<file path="src/hw/gpuPkg.sv">
package gpuPkg;

  //////////////////////////////
  // host register map
  //////////////////////////////
  typedef enum logic [3:0] {
    Lcdc      = 4'd0,
    Scy       = 4'd1,
    Scx       = 4'd2,
    Lyc       = 4'd3,
    Bgp       = 4'd4,
    Obp0      = 4'd5,
    Obp1      = 4'd6,
    Wy        = 4'd7,
    Wx        = 4'd8,
    TileHi    = 4'd9,  // background bit planes
    TileLo    = 4'd10,
    SprHi     = 4'd11, // sprite bit planes
    SprLo     = 4'd12,
    SprAttr   = 4'd13,
    Commit    = 4'd14, // push the loaded row down the pipe
    FbRestart = 4'd15  // next frame-buffer write goes to 0
  } regSelE;

  localparam int PixelsPerWord = 8;    // one tile row
  localparam int FbWordsDefault = 2880; // 160x144 pixels, 8 per word

  typedef logic [1:0] shadeT;          // 0 lightest .. 3 darkest
  typedef shadeT [3:0] paletteT;       // entry n at bits 2n+1:2n

  // lcd control flags, msb first
  typedef struct packed {
    logic displayOn;  // 7
    logic winMapSel;
    logic winOn;
    logic tileDataSel;
    logic bgMapSel;
    logic objSize;
    logic objOn;      // 1
    logic bgOn;
  } lcdcT;

  // sprite attribute byte
  typedef struct packed {
    logic       behindBg;
    logic       yFlip;
    logic       xFlip;
    logic       palSel;   // 1 picks OBP1
    logic [3:0] rsvd;
  } objAttrT;

  // one host data byte, read per select
  typedef union packed {
    paletteT    pal;
    lcdcT       lcdc;
    objAttrT    attr;
    logic [7:0] raw;
  } regByteU;

  typedef struct packed {
    logic    we;    // write strobe
    regSelE  sel;
    regByteU data;
  } hostWrT;

  typedef struct packed {
    lcdcT       lcdc;
    logic [7:0] scy;
    logic [7:0] scx;
    logic [7:0] lyc;
    paletteT    bgp;
    paletteT    obp0;
    paletteT    obp1;
    logic [7:0] wy;
    logic [7:0] wx;
  } lcdRegsT;

  // one committed row, palettes frozen at commit
  typedef struct packed {
    logic [7:0] bgHi;
    logic [7:0] bgLo;
    logic [7:0] sprHi;
    logic [7:0] sprLo;
    paletteT    bgp;
    paletteT    sprPal;   // obp0 or obp1 per attribute
    logic       objOn;
  } rowT;

endpackage

</file>
<file path="src/hw/fbWriter.sv">
`timescale 1ns/10ps

// packs eight shades into one frame-buffer word, owns the write address
module fbWriter import gpuPkg::*;
#(
  parameter int FbWords = FbWordsDefault
)
(
  input  logic                       clock,
  input  logic                       rstN,
  input  hostWrT                     hostWr,
  input  shadeT [PixelsPerWord-1:0]  shades,
  input  logic                       shadeValid,
  output logic                       fbWe,
  output logic [15:0]                fbData,  // pixel i at bits 2i+1:2i
  output logic [$clog2(FbWords)-1:0] fbAddr
);

  localparam int AddrW = $clog2(FbWords);
  localparam logic [AddrW-1:0] LastAddr = AddrW'(FbWords - 1);

  logic [AddrW-1:0] nextAddr; // target of the coming write
  logic             restart;

  assign restart = hostWr.we && (hostWr.sel == FbRestart);

  always_ff @(posedge clock or negedge rstN)
  begin
    if (!rstN)
    begin
      fbWe     <= 1'b0;
      fbData   <= '0;
      fbAddr   <= '0;
      nextAddr <= '0;
    end
    else
    begin
      fbWe <= shadeValid; // one pulse per row
      if (shadeValid)
      begin
        fbData <= shades;
        fbAddr <= nextAddr;
      end
      // restart beats a same-edge step
      if (restart)
        nextAddr <= '0;
      else if (shadeValid)
        nextAddr <= (nextAddr == LastAddr) ? '0 : nextAddr + 1'b1;
    end
  end

endmodule

</file>
<file path="src/hw/gpuTop.sv">
`timescale 1ns/10ps

// pixel path top: registers, row feeder, eight shaders, frame-buffer writer
module gpuTop import gpuPkg::*;
#(
  parameter int FbWords = FbWordsDefault
)
(
  input  logic                       clock,
  input  logic                       rstN,
  input  hostWrT                     hostWr,
  output lcdRegsT                    regs,
  output logic                       fbWe,
  output logic [15:0]                fbData,
  output logic [$clog2(FbWords)-1:0] fbAddr
);

  rowT                       row;
  logic                      rowValid;
  shadeT [PixelsPerWord-1:0] shades;
  logic [PixelsPerWord-1:0]  shadeValid; // lanes run in lockstep

  //////////////////////////////
  // host side
  //////////////////////////////
  lcdRegs lcdRegs_inst (
    .clock  (clock),
    .rstN   (rstN),
    .hostWr (hostWr),
    .regs   (regs)
  );

  rowCapture rowCapture_inst (
    .clock    (clock),
    .rstN     (rstN),
    .hostWr   (hostWr),
    .regs     (regs),
    .row      (row),
    .rowValid (rowValid)
  );

  //////////////////////////////
  // shading lanes
  //////////////////////////////
  for (genvar lane = 0; lane < PixelsPerWord; lane++)
  begin : gShade
    pixelShade #(.Lane(lane)) pixelShade_inst (
      .clock      (clock),
      .rstN       (rstN),
      .row        (row),
      .rowValid   (rowValid),
      .shade      (shades[lane]),
      .shadeValid (shadeValid[lane])
    );
  end

  fbWriter #(.FbWords(FbWords)) fbWriter_inst (
    .clock      (clock),
    .rstN       (rstN),
    .hostWr     (hostWr),
    .shades     (shades),
    .shadeValid (shadeValid[0]), // lane 0 speaks for all
    .fbWe       (fbWe),
    .fbData     (fbData),
    .fbAddr     (fbAddr)
  );

endmodule

</file>
<file path="src/hw/lcdRegs.sv">
`timescale 1ns/10ps

// display control and palette registers, host side only
module lcdRegs import gpuPkg::*;
(
  input  logic    clock,
  input  logic    rstN,
  input  hostWrT  hostWr,
  output lcdRegsT regs
);

  //////////////////////////////
  // byte registers
  //////////////////////////////
  always_ff @(posedge clock or negedge rstN)
  begin
    if (!rstN)
    begin
      regs <= '0; // display off, palettes all white
    end
    else if (hostWr.we)
    begin
      case (hostWr.sel)
        Lcdc:    regs.lcdc <= hostWr.data.lcdc;
        Scy:     regs.scy  <= hostWr.data.raw;  // scroll y
        Scx:     regs.scx  <= hostWr.data.raw;  // scroll x
        Lyc:     regs.lyc  <= hostWr.data.raw;
        // palette bytes, four 2-bit entries
        Bgp:     regs.bgp  <= hostWr.data.pal;
        Obp0:    regs.obp0 <= hostWr.data.pal;
        Obp1:    regs.obp1 <= hostWr.data.pal;
        // window origin
        Wy:      regs.wy   <= hostWr.data.raw;
        Wx:      regs.wx   <= hostWr.data.raw;
        default:
        begin
          // row and frame-buffer selects handled downstream
        end
      endcase
    end
  end

endmodule

</file>
<file path="src/hw/pixelShade.sv">
`timescale 1ns/10ps

// one pixel lane: palette lookup, sprite over background
module pixelShade import gpuPkg::*;
#(
  parameter int Lane = 0  // bit position in the tile bytes
)
(
  input  logic  clock,
  input  logic  rstN,
  input  rowT   row,
  input  logic  rowValid,
  output shadeT shade,
  output logic  shadeValid
);

  logic [1:0] bgIdx;
  logic [1:0] sprIdx;
  logic       sprShows;

  assign bgIdx    = {row.bgHi[Lane], row.bgLo[Lane]};   // hi plane is msb
  assign sprIdx   = {row.sprHi[Lane], row.sprLo[Lane]};
  assign sprShows = row.objOn && (sprIdx != 2'd0);      // index 0 is see-through

  always_ff @(posedge clock or negedge rstN)
  begin
    if (!rstN)
    begin
      shade      <= '0;
      shadeValid <= 1'b0;
    end
    else
    begin
      shadeValid <= rowValid;
      if (rowValid)
        shade <= sprShows ? row.sprPal[sprIdx] : row.bgp[bgIdx];
    end
  end

endmodule

</file>
<file path="src/hw/rowCapture.sv">
`timescale 1ns/10ps

// tile row staging, one row word out per commit
module rowCapture import gpuPkg::*;
(
  input  logic    clock,
  input  logic    rstN,
  input  hostWrT  hostWr,
  input  lcdRegsT regs,
  output rowT     row,
  output logic    rowValid
);

  logic [7:0] bgHi;
  logic [7:0] bgLo;
  logic [7:0] sprHi;
  logic [7:0] sprLo;
  objAttrT    attr;
  logic       commitOk;

  // commits are dropped while the lcd is off
  assign commitOk = hostWr.we && (hostWr.sel == Commit) && regs.lcdc.displayOn;

  //////////////////////////////
  // staged bytes
  //////////////////////////////
  always_ff @(posedge clock or negedge rstN)
  begin
    if (!rstN)
    begin
      bgHi  <= '0;
      bgLo  <= '0;
      sprHi <= '0;
      sprLo <= '0;
      attr  <= '0;
    end
    else if (hostWr.we)
    begin
      case (hostWr.sel)
        TileHi:  bgHi  <= hostWr.data.raw;
        TileLo:  bgLo  <= hostWr.data.raw;
        SprHi:   sprHi <= hostWr.data.raw;
        SprLo:   sprLo <= hostWr.data.raw;
        SprAttr: attr  <= hostWr.data.attr;
        default:
        begin
          // other selects are not row data
        end
      endcase
    end
  end

  //////////////////////////////
  // row word
  //////////////////////////////
  always_ff @(posedge clock or negedge rstN)
  begin
    if (!rstN)
    begin
      row      <= '0;
      rowValid <= 1'b0;
    end
    else
    begin
      rowValid <= commitOk; // single-cycle pulse
      if (commitOk)
      begin
        row.bgHi   <= bgHi;
        row.bgLo   <= bgLo;
        row.sprHi  <= sprHi;
        row.sprLo  <= sprLo;
        row.bgp    <= regs.bgp;  // palettes frozen here
        row.sprPal <= attr.palSel ? regs.obp1 : regs.obp0;
        row.objOn  <= regs.lcdc.objOn;
      end
    end
  end

endmodule

</file>
<file path="config.mk">
export PLATFORM = sky130hd
export DESIGN_NAME = gpuTop
export DESIGN_NICKNAME = d
export VERILOG_FILES = /design/src/hw/gpuPkg.sv /design/src/hw/fbWriter.sv /design/src/hw/gpuTop.sv /design/src/hw/lcdRegs.sv /design/src/hw/pixelShade.sv /design/src/hw/rowCapture.sv
export SDC_FILE = /design/constraint.sdc
export NUM_CORES = 1
export LEC_CHECK = 0
export BUFFER_PORTS_ARGS = -buffer_cell sky130_fd_sc_hd__buf_4
export CORE_MARGIN = 5
export CORE_UTILIZATION = 62
export CTS_BUF_LIST = sky130_fd_sc_hd__clkbuf_16
export CTS_CLUSTER_DIAMETER = 50
export DETAILED_ROUTE_END_ITERATION = 10
export PLACE_DENSITY = 0.95
export SETUP_SLACK_MARGIN = 0.15
export SLEW_MARGIN = 10
export SYNTH_ARGS = -nofsm -noshare
export SYNTH_HDL_FRONTEND = slang
export SYNTH_SLANG_ARGS = --single-unit
</file>
<file path="constraint.sdc">
create_clock -name clock -period 3.4 [get_ports clock]
set_input_delay 0.34 -clock clock [delete_from_list [all_inputs] [get_ports clock]]
set_output_delay 0.34 -clock clock [all_outputs]
set_load 0.01 [all_outputs]
</file>
==> Flow_metrics.wiki <==
{| class="wikitable"
! Metric !! Value
|-
| Run status || complete, no violations
|-
| Maximum clock frequency || 512 MHz
|-
| Leading post-synthesis cells by cell area || dfrtp_1 (58%), mux2_2 (22%), mux4_2 (4.0%), mux2i_1 (2.4%), nor2_1 (1.7%)
|-
| Number of antenna violations at the first check in global routing || 0
|-
| Vertical die dimension || ~130 µm
|-
| Worst Setup Slack, final || between 1 and 1.5 ns
|-
| Nets || between 700 and 800
|-
| Switching power of the nets || just over 2 mW
|-
| Number of instances resized during post-cts repair || 0
|-
| Cell Int Power || 5.02 mW
|-
| Buffer cell driving the clock tree root || clkbuf_16
|-
| Shortest clock period the worst path allows after layout || a little under 2 ns
|-
| Ratio of cells with drive above 1 in the final layout || 44.8%
|-
| Post-synthesis register bit count || between 200 and 250
|-
| Worst-case setup slack after placement || ~1.2 ns
|-
| Placed instance count || between 900 and 1,000
|-
| Fraction of power consumed by sequential logic || between 40% and 50%
|-
| Sum of routed wire length over all layers || roughly 22,000 µm
|-
| Share of total power consumed by net switching || 28.9%
|-
| Antenna Diode Count || 0
|-
| Max-Cap Viols || 0
|-
| Synthesis warning total || 0
|-
| Required @ worst endpoint || 3.79 ns
|-
| Floorplan Core Area || roughly 0.014 mm²
|-
| Utilization after layout || around three quarters
|-
| Via count of the first global-routing pass || 6,464
|-
| Total Die Area || roughly 0.017 mm²
|-
| Final Cycle Share || 57.4%
|-
| First-pass GRT wire length || roughly 35,000 µm
|-
| Layout overhead on the synthesized area || 18.6%
|-
| Total power divided by cell area || around 660 mW/mm²
|-
| Leading register cell type out of synthesis || dfrtp_1
|-
| Crit Path Class || flop to flop
|-
| Class of the most critical hold timing path || input pin to flop
|-
| Leakage power summed over all cells || between 4 and 5 nW
|-
| Per-instance average area after synthesis || roughly 14 µm²
|-
| Worst Max-Slew Pin Slew || around 1.1 ns
|-
| Clock tree buffer depth || 3
|-
| Total I/O pin count || approximately 120
|-
| Rel. slew slack || around 29%
|-
| Hold-fix buffers, CTS || 1
|-
| Detailed-placement wirelength estimate || roughly 14,000 µm
|-
| Number of endpoints failing setup at the final stage || 0
|-
| Worst endpoint data arrival time || 2.34 ns
|-
| Maximum vdd drop || approximately 0.6 mV
|-
| Unique cell type count in the Yosys netlist || 41
|-
| CTS buffer count || 22
|-
| Count of final max-slew check failures || 0
|-
| Cell type with the largest total area after synthesis || dfrtp_1
|-
| Mapped Area || ~0.0091 mm²
|-
| Clock insertion delay at the later pin of the skew report || about 0.51 ns
|-
| Clk_skew || slightly below 0.01 ns
|-
| Number of nets in the synthesized netlist || approximately 670
|-
| Count of flip-flops with a built-in enable after synthesis || 0
|-
| Top fanout value on the critical path || 7
|-
| Yosys top cell area share || between 50% and 60%
|-
| Count of clock tree sinks || 211
|-
| Worst hold slack after final layout || 0.215 ns
|-
| Cells after synthesis || 651
|-
| Die X-Extent || 131 µm
|-
| Most frequently used cell type in the post-synthesis netlist || dfrtp_1
|-
| Combinational share of power || between 10% and 20%
|-
| Vias post-DR || 6,009
|-
| Sequential element share of the synthesized area || just under 60%
|-
| Type of origin of the critical path || flop
|-
| Largest net degree at the start of global routing || 107
|-
| Congestion Overflow GR || 0
|-
| CTS tree || done
|-
| H-tree levels || 1
|-
| Wire per inst || 22.9 µm
|-
| Number of input and output port buffers inserted || roughly 120
|-
| RSZ-0062 raised after global routing || no
|-
| Most common library cells after synthesis || dfrtp_1 (211), mux2_2 (174), nor2_1 (41), clkbuf_1 (28), mux2i_1 (22)
|-
| Type of destination of the critical path || flop
|-
| Number of setup buffers added after CTS || 0
|-
| Setup Total Neg Slack || 0 ns
|-
| Non-filler instance count after layout || between 900 and 1,000
|-
| Final ANT Viol Nets || 0
|-
| Number of failing hold endpoints at the final stage || 0
|-
| RD Place Congestion || 0.836
|-
| Share of flip-flops with an asynchronous set or reset after synthesis || 100%
|-
| Violation count after the first detailed-route iteration || approximately 460
|-
| Number of optimization iterations in the first detailed-route pass || 5
|-
| Starting utilization of the core area || between 60% and 70%
|-
| Register clock-pin slew on the reported worst setup and hold paths || 0.06 ns
|-
| Clock power share || between 30% and 40%
|-
| DRC violation count after routing || 0
|-
| Routed via count divided by cell count || roughly 6.3
|-
| Row cnt || between 40 and 50
|-
| Global Route Usage Sum || 26.5%
|}
-- area by class of cell --
type / instances / area (µm²)
clock buffer: 23 / 576
tap: 184 / 230
timing repair buffer: 121 / 930
multi-input combinational: 387 / 3600
inverter: 16 / 60.1
fill: 866 / 3710
sequential: 211 / 5280
clock inverter: 16 / 96.3
-- routing by layer --
metal | global-route usage, % | routed length (µm) | vias to the layer above
met4 | 10.6 | 794 | 0
met1 | 33.9 | 8650 | 3072
met5 | 0 | 0 | -
met2 | 44.8 | 10800 | 270
met3 | 5.47 | 1740 | 68
li1 | - | - | 2599
-- state kept, by name, indices dropped and copies added (netlist names) --
name	count
lcdRegs_inst.regs	72
gShade.pixelShade_inst.shadeValid	1
rowCapture_inst.sprLo	8
rowCapture_inst.rowValid	1
fbWriter_inst.nextAddr	12
rowCapture_inst.attr	1
fbWriter_inst.fbWe	1
rowCapture_inst.sprHi	8
rowCapture_inst.row	47
fbWriter_inst.fbAddr	12
rowCapture_inst.bgLo	8
gShade.pixelShade_inst.shade	16
fbWriter_inst.fbData	16
rowCapture_inst.bgHi	8
-- per-stage QoR --
| stage | total power, mW | area (µm²) |
|---|---|---|
| after floorplan | 4.11 | 9080 |
| after global placement | 4.69 | 10100 |
| after detailed placement | 4.81 | 10100 |
| after CTS | 7.08 | 10800 |
| after global routing | 7.36 | 10800 |
| final | 7.06 | 10800 |
-- cells by family after synthesis --
kind of cell	after synthesis	synth area share, %
and+or+nand+nor	93	5.26
DFF	211	58.1
xor gates and xnor gates	1	0.0964
adders and majority gates	1	0.138
muxes	214	28.2
AOI/OAI and AO/OA	78	5.89
buffers and inverters	53	2.29
-- cell usage in the layout (no fill, tap or decap), types with 3 or more instances in the layout --
master     Yosys  final
clkinv_1       0      3
nand2_1        9      9
o31ai_1        5      5
or3_1          5      5
nand4_1        3      3
a21o_1         3      3
nand2b_1       4      4
a22oi_1        8      8
mux2i_1       22     22
o21ai_0       18     18
mux2_2       174    174
inv_1         16     22
nor2_1        41     41
nor4_1         3      3
clkbuf_16      0     23
or4_1          3      3
a22o_1         3      3
a21oi_1       20     20
nand3_1        3      3
clkinv_2       0      5
buf_4          0    118
o221ai_1      14     14
dfrtp_1      211    211
nor3b_1        8      8
mux4_2        16     16
-- worst max-delay path, cell delays in order, from the launching register on --
cell and delay, ns:
dfrtp_1 0.44, or4b_4 0.58, o41ai_4 0.46, o31ai_1 0.15
a22o_1 0.21
-- power by group through the flow --
stage                     clock [mW]  sequential (mW)  combinational [mW]
after floorplan                    0             3.35               0.755
final                           2.24             3.43                1.39
after global routing            2.38             3.49                1.50
after global placement             0             3.39                1.30
after detailed placement           0             3.44                1.37
after CTS                       2.26             3.42                1.40
-- worst paths after layout --
check                                            from                   endpoint  slack [ns]  cells after the start
setup / recovery           fbWriter_inst.nextAddr[10]  fbWriter_inst.nextAddr[9]        1.45                      4
hold / removal                              hostWr[7]      lcdRegs_inst.regs[55]        0.21                      2
setup reg to reg           fbWriter_inst.nextAddr[10]  fbWriter_inst.nextAddr[9]        1.45                      4
hold reg to reg               fbWriter_inst.fbData[7]    fbWriter_inst.fbData[7]        0.50                      1
max in group asynchronous                        rstN      lcdRegs_inst.regs[65]        1.91                      3
min in group asynchronous                        rstN    fbWriter_inst.fbAddr[6]        0.49                      2
No activity file was read; power rests on OpenSTA's default activity.
